**src/ide_settings.svh**
```systemverilog
`ifndef IDE_SETTINGS_SVH
`define IDE_SETTINGS_SVH

// bus geometry
`define IDE_DATA_W          16
`define IDE_PACKET_BYTES    12    // six words per packet
`define IDE_SET_MODE_WORDS  5

// status register values
`define IDE_STATUS_READY    8'h50 // drdy and dsc
`define IDE_STATUS_DRQ      8'h58 // ready plus data request
`define IDE_STATUS_ERROR    8'h51 // ready plus check
`define IDE_STATUS_BUSY     8'hd0 // bsy while a command runs

`define IDE_SECTOR_NUM_RESET 8'h81 // upper nibble 8 marks a gd-rom format
`define IDE_ERROR_ABORT      8'h04

// interrupt reason values {io, cod}
`define IDE_IREASON_DATA_OUT 8'h00 // host to device
`define IDE_IREASON_CMD      8'h01 // packet expected
`define IDE_IREASON_DATA_IN  8'h02 // device to host
`define IDE_IREASON_DONE     8'h03

// bit positions in control registers
`define IDE_DRV_BIT      4 // drive select, device answers only when clear
`define IDE_NIEN_BIT     1 // device control interrupt mask
`define IDE_FEAT_DMA_BIT 0 // features dma request for packet

// ata opcodes
`define IDE_CMD_SET_FEATURES 8'hef
`define IDE_CMD_DEVICE_RESET 8'h08
`define IDE_CMD_PACKET       8'ha0

// packet opcodes
`define IDE_PKT_TEST_UNIT     8'h00
`define IDE_PKT_TEST_UNIT_ALT 8'h70
`define IDE_PKT_REQ_MODE      8'h11
`define IDE_PKT_SET_MODE      8'h12
`define IDE_PKT_CMD71         8'h71
`define IDE_REQ_MODE_REV_ADDR 8'h12 // start address of the revision string

// reply words
`define IDE_REV_WORD0   16'h6552 // "Re"
`define IDE_REV_WORD1   16'h2076 // "v "
`define IDE_REV_WORD2   16'h2e35 // "5."
`define IDE_REV_WORD3   16'h3730 // "07"
`define IDE_CMD71_WORD0 16'h06ba
`define IDE_CMD71_WORD1 16'hca0d
`define IDE_CMD71_WORD2 16'h1f6a

`endif
```
**src/ide_pkg.sv**
```systemverilog
`include "ide_settings.svh"

package ide_pkg;

	// register picked by {cs, da}, named by its read meaning
	typedef enum logic [3:0] {
		sel_none,
		sel_alt_status, // device control on write
		sel_data,
		sel_error,      // features on write
		sel_int_reason,
		sel_sector_num,
		sel_byte_lo,
		sel_byte_hi,
		sel_drive_sel,
		sel_status      // command on write
	} reg_sel_t;

	// one packet, filled bytewise and decoded by field
	typedef union packed {
		logic [`IDE_PACKET_BYTES-1:0][7:0] raw; // raw[0] is the first byte on the bus
		struct packed {
			logic [`IDE_PACKET_BYTES-4:0][7:0] params; // bytes 3 to 11
			logic [7:0] start_addr;                     // byte 2
			logic [7:0] flags;                          // byte 1
			logic [7:0] opcode;                         // byte 0
		} fields;
	} packet_t;

endpackage

```
**src/task_file_if.sv**
```systemverilog
`include "ide_settings.svh"

// task file contents toward the read port
interface task_file_if;
	logic [7:0] status;
	logic [7:0] error;
	logic [7:0] int_reason;
	logic [7:0] sector_num;
	logic [15:0] byte_count;
	logic [7:0] drive_sel;
	logic [`IDE_DATA_W-1:0] pio_word; // word the next data read returns
	logic selected;                   // drive select bit clear
	logic intrq;                      // masked level for the pin

	modport ctrl (
		output status, error, int_reason, sector_num, byte_count, drive_sel,
		output pio_word, selected, intrq
	);

	modport port (
		input status, error, int_reason, sector_num, byte_count, drive_sel,
		input pio_word, selected
	);

endinterface

```
**src/host_bus_if.sv**
```systemverilog
`include "ide_settings.svh"

// decoded host accesses, input side to the rest of the device
interface host_bus_if;
	import ide_pkg::*;

	reg_sel_t sel;                    // register under cs and da
	logic wr_pulse;                   // one cycle per write strobe
	logic rd_pulse;                   // one cycle per read strobe
	logic rd_active;                  // read strobe is held low
	logic [`IDE_DATA_W-1:0] wr_data;  // word of the last write

	modport sync (
		output sel, wr_pulse, rd_pulse, rd_active, wr_data
	);

	modport sink (
		input sel, wr_pulse, rd_pulse, rd_active, wr_data
	);

endinterface

```
**src/ide_device.sv**
```systemverilog
`include "ide_settings.svh"

module ide_device (
	input logic clk,
	input logic reset,
	input logic [1:0] cs,              // active low chip selects
	input logic [2:0] da,
	input logic rd,                    // active low strobes
	input logic wr,
	input logic [`IDE_DATA_W-1:0] data_in,
	output logic [`IDE_DATA_W-1:0] data_out,
	output logic data_oe,              // enables the external bus driver
	output logic intrq
);

	host_bus_if bus_if ();
	task_file_if tf_if ();

	// strobes and address into the clock domain
	host_bus_sync u_bus_sync (
		.clk     (clk),
		.reset   (reset),
		.cs      (cs),
		.da      (da),
		.rd      (rd),
		.wr      (wr),
		.data_in (data_in),
		.bus     (bus_if.sync)
	);

	atapi_controller u_ctrl (
		.clk   (clk),
		.reset (reset),
		.bus   (bus_if.sink),
		.regs  (tf_if.ctrl)
	);

	host_read_port u_read_port (
		.clk      (clk),
		.reset    (reset),
		.bus      (bus_if.sink),
		.regs     (tf_if.port),
		.data_out (data_out),
		.data_oe  (data_oe)
	);

	assign intrq = tf_if.intrq;

endmodule

```
**src/host_read_port.sv**
```systemverilog
`include "ide_settings.svh"

module host_read_port (
	input logic clk,
	input logic reset,
	host_bus_if.sink bus,
	task_file_if.port regs,
	output logic [`IDE_DATA_W-1:0] data_out,
	output logic [0:0] data_oe
);
	import ide_pkg::*;

	localparam int PAD_W = `IDE_DATA_W - 8; // byte registers sit in the low lane

	logic [`IDE_DATA_W-1:0] mux_word;

	always_comb
	begin
		case (bus.sel)
			sel_alt_status, sel_status: mux_word = {{PAD_W{1'b0}}, regs.status};
			sel_data: mux_word = regs.pio_word;
			sel_error: mux_word = {{PAD_W{1'b0}}, regs.error};
			sel_int_reason: mux_word = {{PAD_W{1'b0}}, regs.int_reason};
			sel_sector_num: mux_word = {{PAD_W{1'b0}}, regs.sector_num};
			sel_byte_lo: mux_word = {{PAD_W{1'b0}}, regs.byte_count[7:0]};
			sel_byte_hi: mux_word = {{PAD_W{1'b0}}, regs.byte_count[15:8]};
			sel_drive_sel: mux_word = {{PAD_W{1'b0}}, regs.drive_sel};
			default: mux_word = '0; // unmapped address
		endcase
	end

	// registered so the word is stable well before rd rises
	always_ff @(posedge clk)
	begin
		if (reset)
			data_out <= '0;
		else
			data_out <= mux_word;
	end

	// every mapped register is readable
	assign data_oe = bus.rd_active && (bus.sel != sel_none) && regs.selected;

endmodule

```
**src/atapi_controller.sv**
```systemverilog
`include "ide_settings.svh"

module atapi_controller (
	input logic clk,
	input logic reset,
	host_bus_if.sink bus,
	task_file_if.ctrl regs
);
	import ide_pkg::*;

	localparam int PACKET_WORDS = `IDE_PACKET_BYTES / 2;
	localparam logic [2:0] LAST_PKT_WORD = 3'(PACKET_WORDS - 1);
	localparam logic [2:0] LAST_SET_MODE_WORD = 3'(`IDE_SET_MODE_WORDS - 1);

	// command fsm
	localparam logic [2:0] st_idle = 3'd0;
	localparam logic [2:0] st_command = 3'd1;     // decode the ata opcode
	localparam logic [2:0] st_packet_rx = 3'd2;   // collect six words
	localparam logic [2:0] st_dispatch = 3'd3;    // decode the packet opcode
	localparam logic [2:0] st_reply_tx = 3'd4;
	localparam logic [2:0] st_set_mode_rx = 3'd5;
	localparam logic [2:0] st_finish = 3'd6;
	localparam logic [2:0] st_abort = 3'd7;

	localparam logic [1:0] reply_zeros = 2'd0;
	localparam logic [1:0] reply_rev = 2'd1;
	localparam logic [1:0] reply_cmd71 = 2'd2;

	logic [2:0] state;
	logic [7:0] status;
	logic [7:0] error_reg;
	logic [7:0] features;
	logic [7:0] int_reason;
	logic [7:0] drive_sel;
	logic [7:0] command;
	logic [15:0] byte_count;
	logic nien;                       // host masks the interrupt pin
	logic intrq;
	logic [2:0] word_cnt;             // packet word, reply index or set_mode word
	logic [2:0] reply_last;           // index of the final reply word
	logic [1:0] reply_kind;
	logic [`IDE_DATA_W-1:0] pio_word;
	packet_t packet;
	logic selected;
	logic data_wr, data_rd, status_rd;

	function automatic logic [`IDE_DATA_W-1:0] reply_word(input logic [1:0] kind,
			input logic [2:0] idx);
		logic [`IDE_DATA_W-1:0] w;
		w = '0; // zero reply and past the end
		if (kind == reply_rev)
		begin
			case (idx)
				3'd0: w = `IDE_REV_WORD0;
				3'd1: w = `IDE_REV_WORD1;
				3'd2: w = `IDE_REV_WORD2;
				3'd3: w = `IDE_REV_WORD3;
				default: w = '0;
			endcase
		end
		else if (kind == reply_cmd71)
		begin
			case (idx)
				3'd0: w = `IDE_CMD71_WORD0;
				3'd1: w = `IDE_CMD71_WORD1;
				3'd2: w = `IDE_CMD71_WORD2;
				default: w = '0;
			endcase
		end
		return w;
	endfunction

	assign selected = ~drive_sel[`IDE_DRV_BIT];
	assign data_wr = bus.wr_pulse && (bus.sel == sel_data) && selected;
	assign data_rd = bus.rd_pulse && (bus.sel == sel_data) && selected;
	assign status_rd = bus.rd_pulse && (bus.sel == sel_status) && selected;

	// packet bytes, low byte of each word first
	always_ff @(posedge clk)
	begin
		if ((state == st_packet_rx) && data_wr)
		begin
			packet.raw[{word_cnt, 1'b0}] <= bus.wr_data[7:0];
			packet.raw[{word_cnt, 1'b1}] <= bus.wr_data[15:8];
		end
	end

	always_ff @(posedge clk)
	begin
		if (reset)
		begin
			state <= st_idle;
			status <= `IDE_STATUS_READY;
			error_reg <= '0;
			features <= '0;
			int_reason <= '0;
			drive_sel <= '0;
			command <= '0;
			byte_count <= '0;
			nien <= 1'b0;
			intrq <= 1'b0;
			word_cnt <= '0;
			pio_word <= '0;
		end
		else
		begin
			if (status_rd)
				intrq <= 1'b0; // alt status read leaves it set
			case (state)
				st_command:
				begin
					case (command)
						`IDE_CMD_SET_FEATURES:
						begin
							error_reg <= '0;
							status <= `IDE_STATUS_READY;
							intrq <= 1'b1;
							state <= st_idle;
						end
						`IDE_CMD_DEVICE_RESET:
						begin
							status <= `IDE_STATUS_READY;
							error_reg <= '0;
							features <= '0;
							int_reason <= '0;
							drive_sel <= '0;
							byte_count <= '0;
							nien <= 1'b0;
							intrq <= 1'b0;
							state <= st_idle;
						end
						`IDE_CMD_PACKET:
						begin
							int_reason <= `IDE_IREASON_CMD;
							status <= `IDE_STATUS_DRQ;
							word_cnt <= '0;
							// no dma engine, so a dma packet is refused
							state <= features[`IDE_FEAT_DMA_BIT] ? st_abort : st_packet_rx;
						end
						default: state <= st_abort;
					endcase
				end
				st_packet_rx:
				begin
					if (data_wr)
					begin
						word_cnt <= word_cnt + 3'd1;
						if (word_cnt == LAST_PKT_WORD)
						begin
							status <= `IDE_STATUS_BUSY; // drq drops, bsy while decoding
							state <= st_dispatch;
						end
					end
				end
				st_dispatch:
				begin
					word_cnt <= '0;
					case (packet.fields.opcode)
						`IDE_PKT_TEST_UNIT, `IDE_PKT_TEST_UNIT_ALT: state <= st_finish;
						`IDE_PKT_REQ_MODE:
						begin
							status <= `IDE_STATUS_DRQ;
							int_reason <= `IDE_IREASON_DATA_IN;
							intrq <= 1'b1;
							state <= st_reply_tx;
							if (packet.fields.start_addr == `IDE_REQ_MODE_REV_ADDR)
							begin
								reply_kind <= reply_rev;
								reply_last <= 3'd3; // four words of text
								byte_count <= 16'd8;
								pio_word <= `IDE_REV_WORD0;
							end
							else
							begin
								reply_kind <= reply_zeros;
								reply_last <= 3'd4;
								byte_count <= 16'd10;
								pio_word <= '0;
							end
						end
						`IDE_PKT_CMD71:
						begin
							status <= `IDE_STATUS_DRQ;
							int_reason <= `IDE_IREASON_DATA_IN;
							intrq <= 1'b1;
							reply_kind <= reply_cmd71;
							reply_last <= 3'd2;
							byte_count <= 16'd6;
							pio_word <= `IDE_CMD71_WORD0;
							state <= st_reply_tx;
						end
						`IDE_PKT_SET_MODE:
						begin
							status <= `IDE_STATUS_DRQ;
							int_reason <= `IDE_IREASON_DATA_OUT;
							intrq <= 1'b1;
							byte_count <= 16'd10;
							state <= st_set_mode_rx;
						end
						default: state <= st_abort; // unsupported packet opcode
					endcase
				end
				st_reply_tx:
				begin
					if (data_rd)
					begin
						if (word_cnt == reply_last)
							state <= st_finish;
						else
						begin
							word_cnt <= word_cnt + 3'd1;
							pio_word <= reply_word(reply_kind, word_cnt + 3'd1);
						end
					end
				end
				st_set_mode_rx:
				begin
					if (data_wr)
					begin
						word_cnt <= word_cnt + 3'd1; // mode words are consumed
						if (word_cnt == LAST_SET_MODE_WORD)
							state <= st_finish;
					end
				end
				st_finish:
				begin
					status <= `IDE_STATUS_READY;
					error_reg <= '0;
					int_reason <= `IDE_IREASON_DONE;
					intrq <= 1'b1;
					pio_word <= '0;
					state <= st_idle;
				end
				st_abort:
				begin
					error_reg <= `IDE_ERROR_ABORT;
					status <= `IDE_STATUS_ERROR;
					int_reason <= `IDE_IREASON_DONE;
					intrq <= 1'b1;
					state <= st_idle;
				end
				default: state <= st_idle; // idle waits for a command write
			endcase

			// drive select stays writable so the host can reselect
			if (bus.wr_pulse && (selected || (bus.sel == sel_drive_sel)))
			begin
				case (bus.sel)
					sel_alt_status: nien <= bus.wr_data[`IDE_NIEN_BIT];
					sel_error: features <= bus.wr_data[7:0];
					sel_int_reason: int_reason <= bus.wr_data[7:0];
					sel_byte_lo: byte_count[7:0] <= bus.wr_data[7:0];
					sel_byte_hi: byte_count[15:8] <= bus.wr_data[7:0];
					sel_drive_sel: drive_sel <= bus.wr_data[7:0];
					sel_status:
					begin
						command <= bus.wr_data[7:0];
						status <= `IDE_STATUS_BUSY;
						state <= st_command; // a new command overrides the fsm
					end
					default: ;
				endcase
			end
		end
	end

	assign regs.status = status;
	assign regs.error = error_reg;
	assign regs.int_reason = int_reason;
	assign regs.sector_num = `IDE_SECTOR_NUM_RESET; // disc format byte, fixed
	assign regs.byte_count = byte_count;
	assign regs.drive_sel = drive_sel;
	assign regs.pio_word = pio_word;
	assign regs.selected = selected;
	assign regs.intrq = intrq & selected & ~nien; // pin quiet when deselected
endmodule

```
**src/host_bus_sync.sv**
```systemverilog
`include "ide_settings.svh"

module host_bus_sync (
	input logic clk,
	input logic reset,
	input logic [1:0] cs,
	input logic [2:0] da,
	input logic rd,
	input logic wr,
	input logic [`IDE_DATA_W-1:0] data_in,
	host_bus_if.sync bus
);
	import ide_pkg::*;

	logic rd_s1, rd_s2, rd_d; // two sync flops, then edge flop
	logic wr_s1, wr_s2, wr_d;
	logic [4:0] addr_s1, addr_s2; // {cs[0], cs[1], da}, same depth as strobes
	logic [`IDE_DATA_W-1:0] data_hold;
	reg_sel_t sel_next;

	// cs1 space holds only alt status, cs0 space the full task file
	always_comb
	begin
		case (addr_s2)
			5'b10110: sel_next = sel_alt_status;
			5'b01000: sel_next = sel_data;
			5'b01001: sel_next = sel_error;
			5'b01010: sel_next = sel_int_reason;
			5'b01011: sel_next = sel_sector_num;
			5'b01100: sel_next = sel_byte_lo;
			5'b01101: sel_next = sel_byte_hi;
			5'b01110: sel_next = sel_drive_sel;
			5'b01111: sel_next = sel_status;
			default: sel_next = sel_none; // both or neither cs, or unmapped
		endcase
	end

	always_ff @(posedge clk)
	begin
		if (reset)
		begin
			rd_s1 <= 1'b1; // strobes idle high
			rd_s2 <= 1'b1;
			rd_d <= 1'b1;
			wr_s1 <= 1'b1;
			wr_s2 <= 1'b1;
			wr_d <= 1'b1;
			bus.rd_pulse <= 1'b0;
			bus.wr_pulse <= 1'b0;
			bus.rd_active <= 1'b0;
			bus.sel <= sel_none;
		end
		else
		begin
			rd_s1 <= rd;
			rd_s2 <= rd_s1;
			rd_d <= rd_s2;
			wr_s1 <= wr;
			wr_s2 <= wr_s1;
			wr_d <= wr_s2;
			bus.rd_pulse <= rd_s2 & ~rd_d; // act on the rising edge
			bus.wr_pulse <= wr_s2 & ~wr_d;
			bus.rd_active <= ~rd_s2;
			bus.sel <= sel_next;
		end
	end

	always_ff @(posedge clk)
	begin
		addr_s1 <= {cs[0], cs[1], da};
		addr_s2 <= addr_s1;
		if (!wr)
			data_hold <= data_in; // last sample while the strobe is low
		if (wr_s2 && !wr_d)
			bus.wr_data <= data_hold; // lines up with wr_pulse
	end

endmodule

```
**config.mk**
```make
export PLATFORM = sky130hd
export DESIGN_NAME = ide_device
export DESIGN_NICKNAME = d
export VERILOG_FILES = /design/src/ide_pkg.sv /design/src/task_file_if.sv /design/src/host_bus_if.sv /design/src/ide_device.sv /design/src/host_read_port.sv /design/src/atapi_controller.sv /design/src/host_bus_sync.sv
export VERILOG_INCLUDE_DIRS = /design/src /design/src/src
export SDC_FILE = /design/constraint.sdc
export NUM_CORES = 1
export LEC_CHECK = 0
export ABC_AREA = 0
export BUFFER_PORTS_ARGS = -buffer_cell sky130_fd_sc_hd__buf_2
export CAP_MARGIN = 15
export CORE_AREA = 2 2 128 130
export DETAILED_ROUTE_END_ITERATION = 7
export DIE_AREA = 0 0 130 132
export GPL_TIMING_DRIVEN = 0
export SLEW_MARGIN = 20
export SYNTH_ARGS = -nofsm -noshare
export SYNTH_HDL_FRONTEND = slang
export SYNTH_SLANG_ARGS = --single-unit
```
**constraint.sdc**
```tcl
create_clock -name clk -period 3.03 [get_ports clk]
set_input_delay 0.1515 -clock clk [delete_from_list [all_inputs] [get_ports clk]]
set_output_delay 0.1515 -clock clk [all_outputs]
set_load 0.05 [all_outputs]
```
==> run summary <==
======================================================================================================
Number of filler cells placed in the layout .............................................         1507
Tcrit/Tclk final ........................................................................       97.51%
Max Root-Sink Buffers ...................................................................            2
H-tree depth ............................................................................            4
Number of core rows .....................................................................           46
Critical path data arrival time .........................................................      3.00 ns
Critical Path Sink Type .................................................................         flop
Endpoint, Worst Hold .................................................................... u_ctrl.regs.status[3]
Proportion of register bits with asynchronous set or reset after synthesis ..............           0%
LEAKAGE .................................................................................     2.614 nW
Routed wire per std cell ................................................................ 18.48 microns
Grt total ovfl ..........................................................................            0
Register bit total from synthesis .......................................................          149
Pre-Repair DR Iteration Count ...........................................................            5
Power per unit of standard cell area .................................................... 575.1 mW/mm^2
Total Die Area .......................................................................... 0.01716 sq mm
Layout Cells excl Fill ..................................................................          912
Core region area ........................................................................ 0.01571 sq mm
Slack of the critical path ..............................................................   0.07530 ns
Number of input and output port buffers inserted ........................................           34
Outcome ................................................................................. finished clean
Top library cells by usage in the layout, fill and taps aside ........................... sky130_fd_sc_hd__dfxtp_1 (113), sky130_fd_sc_hd__nor2_1 (67), sky130_fd_sc_hd__nand2_1 (47)
Number of global-route vias before repair ...............................................         4864
Slack of the worst reg-to-reg path ......................................................      0.08 ns
Cell Area, Synth ........................................................................ 0.006167 sq mm
DR DRC count ............................................................................            0
Logic depth of the worst path, buffers included .........................................            5
Synth-to-Final Area Change ..............................................................       18.95%
Critical path's largest stage delay .....................................................      0.64 ns
Initial antenna violation count .........................................................            0
Sequential share of the synthesized area ................................................       54.21%
Clock tree from TritonCTS ...............................................................        built
Number of flops mapped to enable cells by yosys .........................................           36
Family of cells with the greatest summed delay on the critical path ..................... simple AND/OR/NAND/NOR gates
Critical setup path kind ................................................................ flop to flop
Placed wire-length estimate after detailed placement .................................... 12080 microns
Fraction of layout cells with a size suffix above 1 .....................................       14.37%
Slew HR .................................................................................       20.40%
Final Hold Violating Endpoints ..........................................................            0
Kind of start point of the critical path ................................................         flop
Starting density of the core ............................................................       39.25%
Final Skew ..............................................................................  0.007912 ns
Instance count along the most critical hold path ........................................            3
Number of setup buffers added after CTS .................................................            0
Highest clock rate ......................................................................    338.4 MHz
Leading register cell type out of synthesis ............................................. sky130_fd_sc_hd__dfxtp_1
Reg2Reg Capture Point ................................................................... u_ctrl.packet[5]
Post-placement cell count ...............................................................          865
Number of antenna repair diodes .........................................................            0
Launching point of the worst reg2reg path ............................................... u_ctrl.regs.drive_sel[4]
Syn Nets ................................................................................          645
Actual transition at the worst max-transition pin .......................................     1.187 ns
Final weighted congestion of routability-driven global placement ........................       0.9311
Mapped Cells ............................................................................          615
Startpoint of the lowest-slack hold path ................................................        reset
Crit path cell chain .................................................................... clkbuf_1 -> nor4b_4 -> nand2_1 -> or4b_2 -> nor2_1
DRT iter0 DRCs ..........................................................................          450
I/O pin cnt .............................................................................           43
Max-slew violation total from the final report ..........................................            0
Critical Path Slowest Stage Cell ........................................................ sky130_fd_sc_hd__or4b_2
Worst hold-check slack ..................................................................    0.2559 ns
Number of cells traversed by the worst register-to-register path ........................            5
Post-layout total power .................................................................   0.004218 W
Root buffer cell ........................................................................ sky130_fd_sc_hd__clkbuf_16
Count of nets after finishing ...........................................................          713
Unique cell type count in the Yosys netlist .............................................           63
Critical Path RT ........................................................................      3.08 ns
Sink count of the clock tree ............................................................          149
Clock transition at the register clock pins on the worst setup and hold paths after CTS .      0.06 ns
Minimum period implied by the final worst setup slack ...................................     2.955 ns
Endpoints failing setup .................................................................            0
Clock latency on the worst-skew pair ....................................................      0.42 ns
Total number of vias ....................................................................         4989
Highest fanout seen on the critical path ................................................            9
Yosys warnings ..........................................................................            0
Peak supply drop ........................................................................    0.5412 mV
Total Wirelength ........................................................................ 16850 microns
Combined global-route utilization of all metal layers ...................................       20.44%
Max-cap violation count .................................................................            0
Post-synthesis area per instance ........................................................  10.03 sq um
Num CTS Buffers .........................................................................           17
RSZ-0062 raised after global routing ....................................................         true
Buffering stage count on the worst path with inverters included .........................            1
Number of nets with antenna violations after routing ....................................            0
Vert. Die Dim ...........................................................................  132 microns
Final standard cell utilization of the core .............................................       46.69%
Worst slack after detailed placement ....................................................   -0.1483 ns
Largest net degree at the start of global routing .......................................           17
Die X ...................................................................................  130 microns
Type of the most critical hold path ..................................................... input port to flop
Most common library cell in the layout ignoring fill and taps ........................... sky130_fd_sc_hd__dfxtp_1
First-pass GRT wire length .............................................................. 26630 microns
Number of vias per cell after detailed routing ..........................................        5.470
======================================================================================================
## synth_stat cells (3+ instances only)
master,n,area (sq um)
sky130_fd_sc_hd__a211oi_1,13,97.59
sky130_fd_sc_hd__a211oi_2,6,75.07
sky130_fd_sc_hd__a21o_1,3,22.52
sky130_fd_sc_hd__a21oi_1,41,205.2
sky130_fd_sc_hd__a222oi_1,5,50.05
sky130_fd_sc_hd__a22o_1,22,192.7
sky130_fd_sc_hd__a31oi_1,9,56.30
sky130_fd_sc_hd__and2_1,14,87.58
sky130_fd_sc_hd__and3_1,3,18.77
sky130_fd_sc_hd__buf_1,4,15.01
sky130_fd_sc_hd__buf_2,3,15.01
sky130_fd_sc_hd__buf_6,3,33.78
sky130_fd_sc_hd__clkbuf_1,20,75.07
sky130_fd_sc_hd__dfxtp_1,113,2262
sky130_fd_sc_hd__edfxtp_1,36,1081
sky130_fd_sc_hd__ha_1,5,62.56
sky130_fd_sc_hd__inv_1,16,60.06
sky130_fd_sc_hd__mux2_2,9,101.4
sky130_fd_sc_hd__mux2i_1,12,120.1
sky130_fd_sc_hd__nand2_1,47,176.4
sky130_fd_sc_hd__nand2b_1,8,50.05
sky130_fd_sc_hd__nand3_1,23,115.1
sky130_fd_sc_hd__nand3b_1,5,37.54
sky130_fd_sc_hd__nand4_1,7,43.79
sky130_fd_sc_hd__nand4b_1,3,26.28
sky130_fd_sc_hd__nor2_1,67,251.5
sky130_fd_sc_hd__nor2b_1,16,100.1
sky130_fd_sc_hd__nor3_1,9,45.04
sky130_fd_sc_hd__nor3b_1,8,60.06
sky130_fd_sc_hd__nor4_1,4,25.02
sky130_fd_sc_hd__nor4b_1,4,35.03
sky130_fd_sc_hd__o21ai_0,24,120.1
sky130_fd_sc_hd__o22ai_1,3,18.77
sky130_fd_sc_hd__or2_2,8,50.05
sky130_fd_sc_hd__xnor2_1,5,43.79
## report_power, final
part	switching [W]	internal, W	leakage [nW]
clock network	0.000892	0.00116	0.270
logic	0.0000623	0.0000366	1.11
registers	0.0000144	0.00206	1.24
## worst min-delay path, stage by stage
cell	delay (ns)
sky130_fd_sc_hd__buf_2	0.17
sky130_fd_sc_hd__nand2b_1	0.24
sky130_fd_sc_hd__a31oi_1	0.06
## final cells by class
cell class	count	area (sq um)	share of cell area [%]
plain buffers	30	138.9	1.893
clock buffers	19	432.9	5.901
clock inverters	13	136.4	1.859
inverters	16	60.06	0.8187
multi-input cells	420	2634	35.90
flip-flops and latches	149	3343	45.57
well taps	216	270.3	3.684
repair buffers	49	320.3	4.366
## logic make-up after synthesis
family          Yosys count  synth area share, %
buf+inv                  46                3.226
xor+xnor                  7               0.9941
simple gates            238                20.21
compound gates          149                16.76
mux                      21                3.591
flops                   149                54.21
fa+ha+maj                 5                1.014
## what timing repair did
item | 4_1_cts | 5_1_grt
endpoints found under the hold margin | 15 | 0
hold buffers | 15 | 0
resized for setup | 1 | 0
setup endpoints to repair | 16 | 16
## through the flow
| step | area [sq um] | setup TNS [ns] |
|---|---|---|
| after detailed placement | 6608 | -2.222 |
| after CTS | 7336 | 0 |
| after global placement | 6608 | -2.808 |
| final | 7336 | 0 |
| after floorplan | 6167 | 0 |
| after global routing | 7336 | -1.128 |
## metal layers
metal	wire, microns	global-route usage (%)	part of all wire (%)	vias to the layer above
li1	-	-	-	2377
met1	7549	27.38	45	2392
met2	7822	32.20	46	188
met3	1021	4.140	6.1	32
met4	460	8.303	2.7	0
met5	0	0	0	-
## worst max path at each step
stage / start / end / slack [ns]
after global placement: u_ctrl.regs.drive_sel[4] / u_ctrl.packet[22] / -0.19
final: u_ctrl.regs.drive_sel[4] / u_ctrl.packet[5] / 0.08
after global routing: u_ctrl.regs.drive_sel[4] / u_ctrl.packet[5] / -0.08
after CTS: u_ctrl.regs.drive_sel[4] / u_ctrl.packet[16] / 0.08
after floorplan: u_bus_sync.bus.sel[3] / u_ctrl.packet[16] / 0.50
after detailed placement: u_ctrl.regs.drive_sel[4] / u_ctrl.packet[21] / -0.15
(Power assumes the default switching activity.)
